===== src/rtl/rvf_pkg.sv =====
`default_nettype none

package rvf_pkg;

    // Addresses, instructions and data words all share one width.
    typedef logic [31:0] word_t;

    localparam word_t reset_pc = 32'h8000_0000; // First fetch after reset.
    localparam word_t pc_step  = 32'd4;         // One 32-bit instruction.

    // APB sequencing in the shared bus arbiter.
    typedef enum logic [1:0] {
        arb_idle   = 2'd0,
        arb_setup  = 2'd1,
        arb_access = 2'd2
    } arb_state_e;

    // Requester that currently holds the bus.
    typedef enum logic {
        owner_fetch = 1'b0,
        owner_data  = 1'b1
    } req_owner_e;

endpackage

`default_nettype wire


===== src/rtl/pc_gen.sv =====
`default_nettype none

module pc_gen (
    input  wire logic           clk,
    input  wire logic           rst_n,
    input  wire logic           hold,
    input  wire logic           redirect_valid,
    input  wire rvf_pkg::word_t redirect_pc,
    input  wire logic           fetch_done,
    input  wire logic           fetch_busy,
    output rvf_pkg::word_t      pc,
    output logic                fetch_en
);

    rvf_pkg::word_t redirect_target;
    logic           redirect_pending;
    logic           step_pending;     // Fetch finished while hold was high.
    logic           load_redirect;

    // The target is loaded only once the fetch in flight has returned.
    assign load_redirect = redirect_pending & ~fetch_busy;

    assign fetch_en = ~hold & ~redirect_pending & ~step_pending;

    always_ff @(posedge clk or negedge rst_n) begin
        if (!rst_n) begin
            redirect_pending <= 1'b0;
        end else if (redirect_valid) begin
            redirect_pending <= 1'b1; // Latest redirect wins.
        end else if (load_redirect) begin
            redirect_pending <= 1'b0;
        end
    end

    always_ff @(posedge clk) begin
        if (redirect_valid) begin
            redirect_target <= redirect_pc;
        end
    end

    // A pending redirect outranks the step; a completion under hold
    // is remembered and applied when hold drops.
    always_ff @(posedge clk or negedge rst_n) begin
        if (!rst_n) begin
            pc           <= rvf_pkg::reset_pc;
            step_pending <= 1'b0;
        end else if (load_redirect) begin
            pc           <= redirect_target;
            step_pending <= 1'b0;
        end else if (!redirect_pending) begin
            if (hold) begin
                if (fetch_done) begin
                    step_pending <= 1'b1;
                end
            end else if (fetch_done || step_pending) begin
                pc           <= pc + rvf_pkg::pc_step;
                step_pending <= 1'b0;
            end
        end
    end

endmodule

`default_nettype wire


===== src/rtl/instr_fetch.sv =====
`default_nettype none

module instr_fetch (
    input  wire logic           clk,
    input  wire logic           rst_n,
    input  wire rvf_pkg::word_t pc,
    input  wire logic           fetch_en,
    output logic                fetch_done,
    output logic                fetch_busy,
    output logic                req,
    output rvf_pkg::word_t      addr,
    input  wire logic           done,
    input  wire rvf_pkg::word_t rdata,
    output logic                instr_valid,
    output rvf_pkg::word_t      instr,
    output rvf_pkg::word_t      instr_pc
);

    logic busy;
    logic start;

    assign start = fetch_en & ~busy;

    // Request stays up for the whole transfer.
    assign req        = busy;
    assign fetch_busy = busy;
    assign fetch_done = done & busy;

    always_ff @(posedge clk or negedge rst_n) begin
        if (!rst_n) begin
            busy <= 1'b0;
        end else if (busy) begin
            if (done) begin
                busy <= 1'b0;
            end
        end else if (fetch_en) begin
            busy <= 1'b1;
        end
    end

    always_ff @(posedge clk) begin
        if (start) begin
            addr <= pc; // Held stable until done.
        end
    end

    always_ff @(posedge clk or negedge rst_n) begin
        if (!rst_n) begin
            instr_valid <= 1'b0;
        end else begin
            instr_valid <= fetch_done;
        end
    end

    // Tag the returned word with the address it came from.
    always_ff @(posedge clk) begin
        if (fetch_done) begin
            instr    <= rdata;
            instr_pc <= addr;
        end
    end

endmodule

`default_nettype wire


===== src/rtl/data_port.sv =====
`default_nettype none

module data_port (
    input  wire logic           clk,
    input  wire logic           rst_n,
    input  wire logic           dmem_req,
    input  wire logic           dmem_we,
    input  wire rvf_pkg::word_t dmem_addr,
    input  wire rvf_pkg::word_t dmem_wdata,
    output logic                dmem_done,
    output rvf_pkg::word_t      dmem_rdata,
    output logic                req,
    output logic                we,
    output rvf_pkg::word_t      addr,
    output rvf_pkg::word_t      wdata,
    input  wire logic           done,
    input  wire rvf_pkg::word_t rdata
);

    logic busy;
    logic accept;

    // Core pulses during a transfer are dropped.
    assign accept = dmem_req & ~busy;
    assign req    = busy;

    always_ff @(posedge clk or negedge rst_n) begin
        if (!rst_n) begin
            busy <= 1'b0;
        end else if (busy) begin
            if (done) begin
                busy <= 1'b0;
            end
        end else if (dmem_req) begin
            busy <= 1'b1;
        end
    end

    always_ff @(posedge clk) begin
        if (accept) begin
            addr  <= dmem_addr;
            wdata <= dmem_wdata;
            we    <= dmem_we;
        end
    end

    always_ff @(posedge clk or negedge rst_n) begin
        if (!rst_n) begin
            dmem_done <= 1'b0;
        end else begin
            dmem_done <= done & busy;
        end
    end

    always_ff @(posedge clk) begin
        if (done && busy) begin
            dmem_rdata <= rdata; // Load data, don't care on stores.
        end
    end

endmodule

`default_nettype wire


===== src/rtl/bus_arbiter.sv =====
`default_nettype none

module bus_arbiter (
    input  wire logic           clk,
    input  wire logic           rst_n,
    input  wire logic           if_req,
    input  wire rvf_pkg::word_t if_addr,
    output logic                if_done,
    input  wire logic           dp_req,
    input  wire logic           dp_we,
    input  wire rvf_pkg::word_t dp_addr,
    input  wire rvf_pkg::word_t dp_wdata,
    output logic                dp_done,
    output rvf_pkg::word_t      rdata,
    output rvf_pkg::word_t      paddr,
    output rvf_pkg::word_t      pwdata,
    output logic                psel,
    output logic                penable,
    output logic                pwrite,
    input  wire rvf_pkg::word_t prdata,
    input  wire logic           pready
);

    rvf_pkg::arb_state_e state;
    rvf_pkg::req_owner_e owner;

    logic want_data;
    logic want_fetch;
    logic complete;

    // A requester still sees its own done high for one cycle
    // and must not be granted again on it.
    assign want_data  = dp_req & ~dp_done;
    assign want_fetch = if_req & ~if_done;

    assign complete = (state == rvf_pkg::arb_access) & pready;

    assign psel    = (state != rvf_pkg::arb_idle);
    assign penable = (state == rvf_pkg::arb_access);

    always_ff @(posedge clk or negedge rst_n) begin
        if (!rst_n) begin
            state <= rvf_pkg::arb_idle;
            owner <= rvf_pkg::owner_fetch;
        end else begin
            case (state)
                rvf_pkg::arb_idle: begin
                    if (want_data) begin
                        owner <= rvf_pkg::owner_data; // Data port has priority.
                        state <= rvf_pkg::arb_setup;
                    end else if (want_fetch) begin
                        owner <= rvf_pkg::owner_fetch;
                        state <= rvf_pkg::arb_setup;
                    end
                end
                rvf_pkg::arb_setup: begin
                    state <= rvf_pkg::arb_access;
                end
                rvf_pkg::arb_access: begin
                    if (pready) begin
                        state <= rvf_pkg::arb_idle;
                    end
                end
                default: begin
                    state <= rvf_pkg::arb_idle;
                end
            endcase
        end
    end

    // Address phase fields, captured at grant and held through access.
    always_ff @(posedge clk) begin
        if (state == rvf_pkg::arb_idle) begin
            if (want_data) begin
                paddr  <= dp_addr;
                pwdata <= dp_wdata;
                pwrite <= dp_we;
            end else if (want_fetch) begin
                paddr  <= if_addr;
                pwdata <= '0;
                pwrite <= 1'b0; // Fetches are reads.
            end
        end
    end

    always_ff @(posedge clk or negedge rst_n) begin
        if (!rst_n) begin
            if_done <= 1'b0;
            dp_done <= 1'b0;
        end else begin
            if_done <= complete & (owner == rvf_pkg::owner_fetch);
            dp_done <= complete & (owner == rvf_pkg::owner_data);
        end
    end

    always_ff @(posedge clk) begin
        if (complete) begin
            rdata <= prdata;
        end
    end

endmodule

`default_nettype wire


===== src/rtl/fetch_subsystem.sv =====
`default_nettype none

module fetch_subsystem (
    input  wire logic           clk,
    input  wire logic           rst_n,
    input  wire logic           hold,
    input  wire logic           redirect_valid,
    input  wire rvf_pkg::word_t redirect_pc,
    output logic                instr_valid,
    output rvf_pkg::word_t      instr,
    output rvf_pkg::word_t      instr_pc,
    input  wire logic           dmem_req,
    input  wire logic           dmem_we,
    input  wire rvf_pkg::word_t dmem_addr,
    input  wire rvf_pkg::word_t dmem_wdata,
    output logic                dmem_done,
    output rvf_pkg::word_t      dmem_rdata,
    output rvf_pkg::word_t      paddr,
    output rvf_pkg::word_t      pwdata,
    output logic                psel,
    output logic                penable,
    output logic                pwrite,
    input  wire rvf_pkg::word_t prdata,
    input  wire logic           pready
);

    rvf_pkg::word_t pc;
    logic           fetch_en;
    logic           fetch_done;
    logic           fetch_busy;

    logic           if_req;
    rvf_pkg::word_t if_addr;
    logic           if_done;

    logic           dp_req;
    logic           dp_we;
    rvf_pkg::word_t dp_addr;
    rvf_pkg::word_t dp_wdata;
    logic           dp_done;

    rvf_pkg::word_t bus_rdata; // Shared by both requesters.

    pc_gen i_pc_gen (
        .clk            (clk),
        .rst_n          (rst_n),
        .hold           (hold),
        .redirect_valid (redirect_valid),
        .redirect_pc    (redirect_pc),
        .fetch_done     (fetch_done),
        .fetch_busy     (fetch_busy),
        .pc             (pc),
        .fetch_en       (fetch_en)
    );

    instr_fetch i_instr_fetch (
        .clk         (clk),
        .rst_n       (rst_n),
        .pc          (pc),
        .fetch_en    (fetch_en),
        .fetch_done  (fetch_done),
        .fetch_busy  (fetch_busy),
        .req         (if_req),
        .addr        (if_addr),
        .done        (if_done),
        .rdata       (bus_rdata),
        .instr_valid (instr_valid),
        .instr       (instr),
        .instr_pc    (instr_pc)
    );

    data_port i_data_port (
        .clk        (clk),
        .rst_n      (rst_n),
        .dmem_req   (dmem_req),
        .dmem_we    (dmem_we),
        .dmem_addr  (dmem_addr),
        .dmem_wdata (dmem_wdata),
        .dmem_done  (dmem_done),
        .dmem_rdata (dmem_rdata),
        .req        (dp_req),
        .we         (dp_we),
        .addr       (dp_addr),
        .wdata      (dp_wdata),
        .done       (dp_done),
        .rdata      (bus_rdata)
    );

    bus_arbiter i_bus_arbiter (
        .clk      (clk),
        .rst_n    (rst_n),
        .if_req   (if_req),
        .if_addr  (if_addr),
        .if_done  (if_done),
        .dp_req   (dp_req),
        .dp_we    (dp_we),
        .dp_addr  (dp_addr),
        .dp_wdata (dp_wdata),
        .dp_done  (dp_done),
        .rdata    (bus_rdata),
        .paddr    (paddr),
        .pwdata   (pwdata),
        .psel     (psel),
        .penable  (penable),
        .pwrite   (pwrite),
        .prdata   (prdata),
        .pready   (pready)
    );

endmodule

`default_nettype wire


===== config.mk =====
export PLATFORM = sky130hd
export DESIGN_NAME = fetch_subsystem
export DESIGN_NICKNAME = d
export VERILOG_FILES = /design/src/rtl/rvf_pkg.sv /design/src/rtl/pc_gen.sv /design/src/rtl/instr_fetch.sv /design/src/rtl/data_port.sv /design/src/rtl/bus_arbiter.sv /design/src/rtl/fetch_subsystem.sv
export SDC_FILE = /design/constraint.sdc
export NUM_CORES = 1
export LEC_CHECK = 0
export BUFFER_PORTS_ARGS = -buffer_cell sky130_fd_sc_hd__buf_2
export CAP_MARGIN = 20
export CORE_ASPECT_RATIO = 0.9
export CORE_UTILIZATION = 50
export CTS_BUF_LIST = sky130_fd_sc_hd__clkbuf_2
export CTS_CLUSTER_SIZE = 20
export DETAILED_ROUTE_END_ITERATION = 10
export PLACE_DENSITY = 0.75
export SLEW_MARGIN = 20
export SYNTH_ARGS = -nofsm -noshare
export SYNTH_HDL_FRONTEND = slang
export SYNTH_SLANG_ARGS = --single-unit

===== constraint.sdc =====
create_clock -name clk -period 6.2 [get_ports clk]
set_input_delay 0.62 -clock clk [delete_from_list [all_inputs] [get_ports clk]]
set_output_delay 0.62 -clock clk [all_outputs]
set_load 0.02 [all_outputs]

Word level (Yosys, flattened, before mapping)
Index checks and enable logic that the tools add are counted.

Add/subtract/negate cells: 1. Eq/ne operators: 7. Multiplexer cells: 28. Bitwise operators: 20. Reductions and logical operators: 12.

Operator list (count): $mux 32 (8); $add 32x3->32 const B (1); $mux 1 (16); $and 1x1->1 (12); $not 1->1 (8); $reduce_bool 2->1 (4); $mux 2 (3); $ne 3x1->1 const B (2); $pmux 2 s3 (1); $reduce_and 3->1 (2); $ne 2x1->1 const B (2); $reduce_and 2->1 (2); $reduce_bool 3->1 (1); $eq 2x1->1 const B (1); $eq 2x2->1 const B (1); $logic_not 2->1 (1); $ne 2x2->1 const B (1); $logic_and 1x1->1 (1); $logic_or 1x1->1 (1).

Flip-flop bits (word level): 365. Input bits: 135. Word-level logic and storage cells: 91.

Longest topological paths before layout
Word-level depth: 6. Gate-level depth with buffers: 7. Gate-level depth less buffers: 5.

By module
From an unflattened synthesis, not the netlist that was laid out.

Cell total of the unflattened synthesis: 641. Area total of the unflattened synthesis: 12633.4 sq um.

Modules (own cells, without submodules): bus_arbiter (instances 1, cells each 189, area each 3771.1 sq um); data_port (instances 1, cells each 103, area each 2989.1 sq um); instr_fetch (instances 1, cells each 103, area each 2966.6 sq um); pc_gen (instances 1, cells each 246, area each 2906.5 sq um).

Least setup slack after synthesis
OpenSTA, ideal clock, no wires.

Path kind: register to register. Start point: reg i_bus_arbiter.state[0]. End point: reg i_bus_arbiter.paddr[0] (enable). Arrival time: 4063 ps. Slack: 1628 ps. Stages on the path, launching flop included: 4. Path buffers: 1. Clock period less this slack: 4572 ps. Cell sequence: dfrtp_1 > or2_2 > clkbuf_1 > a21oi_1.

Word-level cells in the longest chain between the ends: 2.

RTL lines: start, declared (RTL line bus_arbiter.sv:24) `rvf_pkg::arb_state_e state;`; start signal, assigned (RTL line bus_arbiter.sv:43) `state <= rvf_pkg::arb_idle;`; start signal, assigned (RTL line bus_arbiter.sv:50) `state <= rvf_pkg::arb_setup;`; start signal, assigned (RTL line bus_arbiter.sv:53) `state <= rvf_pkg::arb_setup;`; $logic_not 2->1 (RTL line bus_arbiter.sv:73) `if (state == rvf_pkg::arb_idle) begin`; $reduce_and 2->1 (no line); end signal, assigned (RTL line bus_arbiter.sv:75) `paddr <= dp_addr;`; end signal, assigned (RTL line bus_arbiter.sv:79) `paddr <= if_addr;`; end, declared (RTL line bus_arbiter.sv:15) `output rvf_pkg::word_t paddr,`.

Every way passes these cells. A chain may end at the register's enable or synchronous reset.

Final worst setup path
Start point: reg i_bus_arbiter.dp_done. End point: reg i_bus_arbiter.paddr[21] (enable).

Word-level cells in the longest chain between the ends: 4.

RTL lines: start, declared (RTL line bus_arbiter.sv:13) `output logic dp_done,`; start signal, assigned (RTL line bus_arbiter.sv:92) `dp_done <= complete & (owner == rvf_pkg::owner_data);`; $not 1->1 (RTL line bus_arbiter.sv:33) `assign want_data = dp_req & ~dp_done;`; $and 1x1->1 (RTL line bus_arbiter.sv:33); $reduce_bool 2->1 (no line); $reduce_and 2->1 (no line).

Every way passes these cells.

==> impl_metrics.csv <==
group,metric,value,unit
routing,final_antenna_net_count,0,
floorplan,rows,54,
global_routing,grt_start_max_net_pins,67,
layout,nNetsFinal,1346,
place,detailedPlacementHpwl,17.2,mm
synthesis,syn_inst,706,
floorplan,die_h,153,microns
synthesis,synth_top_area_cell,"edfxtp_1",
synthesis,synthesis.nets,842,
sta,slew-limit-headroom,0.373,
synthesis,synth.yosys.seq_area_share,0.850,
clock_tree,tritoncts,"done",
global_routing,antenna_found_initial,1,
routing,routedWlPerCell,17.2,microns
floorplan,core_area,0.0245,sq mm
sta,slew_violations,0,
routing,via_count,7698,
routing,drt_iter0_drc,594,
layout,finalCoreUtilization,0.683,
synthesis,ys_warn_count,0,
clock_tree,cts.repair_timing.setup_buffer_count,0,
flow_run,maxCapViolations,0,
clock_tree,path_clk_slew,120,ps
routing,detail_route.wirelength,27.9,mm
layout,drive_gt1_frac,0.373,
run_status,outcome,"finished, final reports clean",
setup_path,critical_path_arrival,3330,ps
power_and_ir_drop,power_density,415,mW/mm^2
place,final_weighted_congestion_of_routability_driven_global_placement,0.815,
floorplan,pin_count,300,
global_routing,grt_usage,0.221,
clock_tree,cts_made_buffers,86,
synthesis,synthTopCellsByArea,"edfxtp_1, dfrtp_1, nand2_1, and2_1, xnor2_1",
routing,detail_route.vias_per_cell,4.75,
layout,area.growth.synth_to_final,32.4,%
synthesis,synth_largest_type_area_fraction,0.764,
synthesis,syn-mean-instance-area,17.9,sq um
clock_tree,htree_levels,3,
synthesis,yosys_register_bits,365,
sta,unrepaired_setup_endpoints_after_global_routing,"false",
setup_path,crit_path_end_kind,"register",
global_routing,first_global_vias,8146,
sta,timing.final.hold_violations,0,
setup_path,setup.worst_path.start_class,"register",
clock_tree,clock_latency,850,ps
clock_tree,cts_root_buf,"clkbuf_2",
setup_path,cp.required,6670,ps
global_routing,grt_first_pass_wirelength,43.0,mm
sta,finalCritPeriodShare,0.462,
floorplan,die-area,0.0259,sq mm
clock_tree,hold_buffers,132,
clock_tree,postCtsResizedCells,0,
power_and_ir_drop,ir_drop,0.206,mV
place,place.port_buffers,299,
routing,drt_pass1_iterations,5,
sta,fin_worst_skew,66.4,ps
sta,timing.setup.tns,0,ps
sta,finalCriticalPeriod,2860,ps
synthesis,yosys.cell_types.count,40,
sta,fmax,0.349,GHz
global_routing,grt_overflow_total,0,
sta,worst_pin_slew,941,ps
min_path,hold_class,"input port to async pin",
routing,detail_route.drc_violations,0,
clock_tree,ctsLongestPathBuffers,3,
power_and_ir_drop,leakagePower,6.71,nW
sta,setup-violations-final,0,
synthesis,synth_area,0.0126,sq mm
floorplan,floorplan.initialDensity,0.516,
setup_path,critical_path.max_fanout,40,
clock_tree,cts_sinks,365,
floorplan,chipWidth,170,microns
setup_path,critPathKind,"register to register",
per-stage QoR:
stage          hold WS (ps)  setup WS, ps  instance area, sq um  power (mW)  cells
6_report                322          3340                 16800        6.96   1620
4_1_cts                 274          3230                 16700        7.01   1619
2_1_floorplan           324          1630                 12600        4.74    706
3_3_place_gp            422          3340                 14600        5.29   1326
5_1_grt                 318          3090                 16800        7.34   1620
3_5_place_dp            432          3250                 14600        5.35   1326
cell usage in the layout (no fill, tap or decap), drive strengths merged:
cell type / Yosys / routed
diode: 0 / 1
and3: 4 / 4
mux2: 1 / 1
buf: 3 / 306
nand3: 10 / 10
nand4: 9 / 9
clkinv: 0 / 20
inv: 4 / 6
nor4b: 1 / 1
ha: 1 / 1
edfxtp: 322 / 322
dfrtp: 42 / 42
and2: 38 / 38
a21oi: 8 / 8
clkbuf: 19 / 134
nor2b: 5 / 5
dfstp: 1 / 1
o21ai: 26 / 26
nor3: 7 / 7
nor3b: 1 / 1
nor2: 9 / 9
or2: 2 / 2
clkinvlp: 0 / 2
nand2: 138 / 138
o211ai: 1 / 1
dlygate4sd3: 0 / 132
mux2i: 1 / 1
a21o: 2 / 2
xnor2: 23 / 23
and4: 5 / 5
o41ai: 1 / 1
nor4: 13 / 13
nand2b: 4 / 4
xor2: 5 / 5
bufinv: 0 / 3
routing by layer:
| layer | vias up | GRT usage | share of wire |
|---|---|---|---|
| met1 | 3665 | 0.265 | 0.39 |
| met2 | 298 | 0.373 | 0.51 |
| met5 | - | 0 | 0 |
| li1 | 3667 | - | - |
| met4 | 0 | 0.117 | 0.040 |
| met3 | 68 | 0.0495 | 0.057 |
worst paths after layout:
check / startpoint / endpoint / slack, ps / depth (start not counted)
worst min-delay path: rst_n / i_pc_gen.pc[25]$_DFFE_PN0P_ / 320 / 2
worst max register to register: i_bus_arbiter.dp_done$_DFF_PN0_ / i_bus_arbiter.paddr[21]$_DFFE_PP_ / 3340 / 3
min in group clk: redirect_valid / i_pc_gen.redirect_target[7]$_DFFE_PP_ / 360 / 1
worst max-delay path: i_bus_arbiter.dp_done$_DFF_PN0_ / i_bus_arbiter.paddr[21]$_DFFE_PP_ / 3340 / 3
max in group asynchronous: rst_n / i_pc_gen.pc[11]$_DFFE_PN0P_ / 5420 / 2
worst min register to register: i_bus_arbiter.rdata[14]$_DFFE_PN_ / i_data_port.dmem_rdata[14]$_DFFE_PP_ / 400 / 0
area by class of cell:
cell class	instances	area (sq um)
clock inverter	27	189
fill	1725	7770
inverter	4	15.0
sequential	365	10700
antenna	1	2.50
timing repair buffer	438	2870
tap	336	420
clock buffer	134	671
multi-input combinational	315	1830
cell families after synthesis:
group,synth area share
fa+ha+maj,0.000989
buf+inv,0.00851
xor+xnor,0.0194
flops,0.850
mux,0.00168
simple gates,0.104
compound gates,0.0160
where the power goes:
group	internal [mW]	switching (mW)	leakage (nW)	total (mW)
combinational	0.523	1.10	2.55	1.62
clock	0.699	0.909	0.641	1.61
sequential	3.42	0.311	3.52	3.73
registers in the layout, indices dropped and copies added (netlist names), 2 cells and up:
signal                    cells
i_pc_gen.pc                  32
i_data_port.dmem_rdata       32
i_bus_arbiter.state           2
i_bus_arbiter.rdata          32
i_data_port.wdata            32
i_pc_gen.redirect_target     32
i_bus_arbiter.pwdata         32
i_instr_fetch.instr_pc       32
i_instr_fetch.instr          32
i_data_port.addr             32
i_bus_arbiter.paddr          32
i_instr_fetch.addr           32
cells in the mapped netlist (all sizes together):
cell type / count
mux2i: 1
and4: 5
nor2: 9
mux2: 1
ha: 1
a21o: 2
clkbuf: 19
nor3b: 1
xor2: 5
nand2: 138
o41ai: 1
nand2b: 4
or2: 2
nand4: 9
nand3: 10
nor2b: 5
nor4b: 1
xnor2: 23
buf: 3
o21ai: 26
inv: 4
dfrtp: 42
nor3: 7
o211ai: 1
and2: 38
edfxtp: 322
dfstp: 1
a21oi: 8
and3: 4
nor4: 13
worst max-delay path, stage by stage (launching register included):
cell      delay, ps
dfrtp_1         430
nand2b_2        560
a21oi_4         890
buf_4           580
Note: power is estimated with default switching activity, not from simulation.
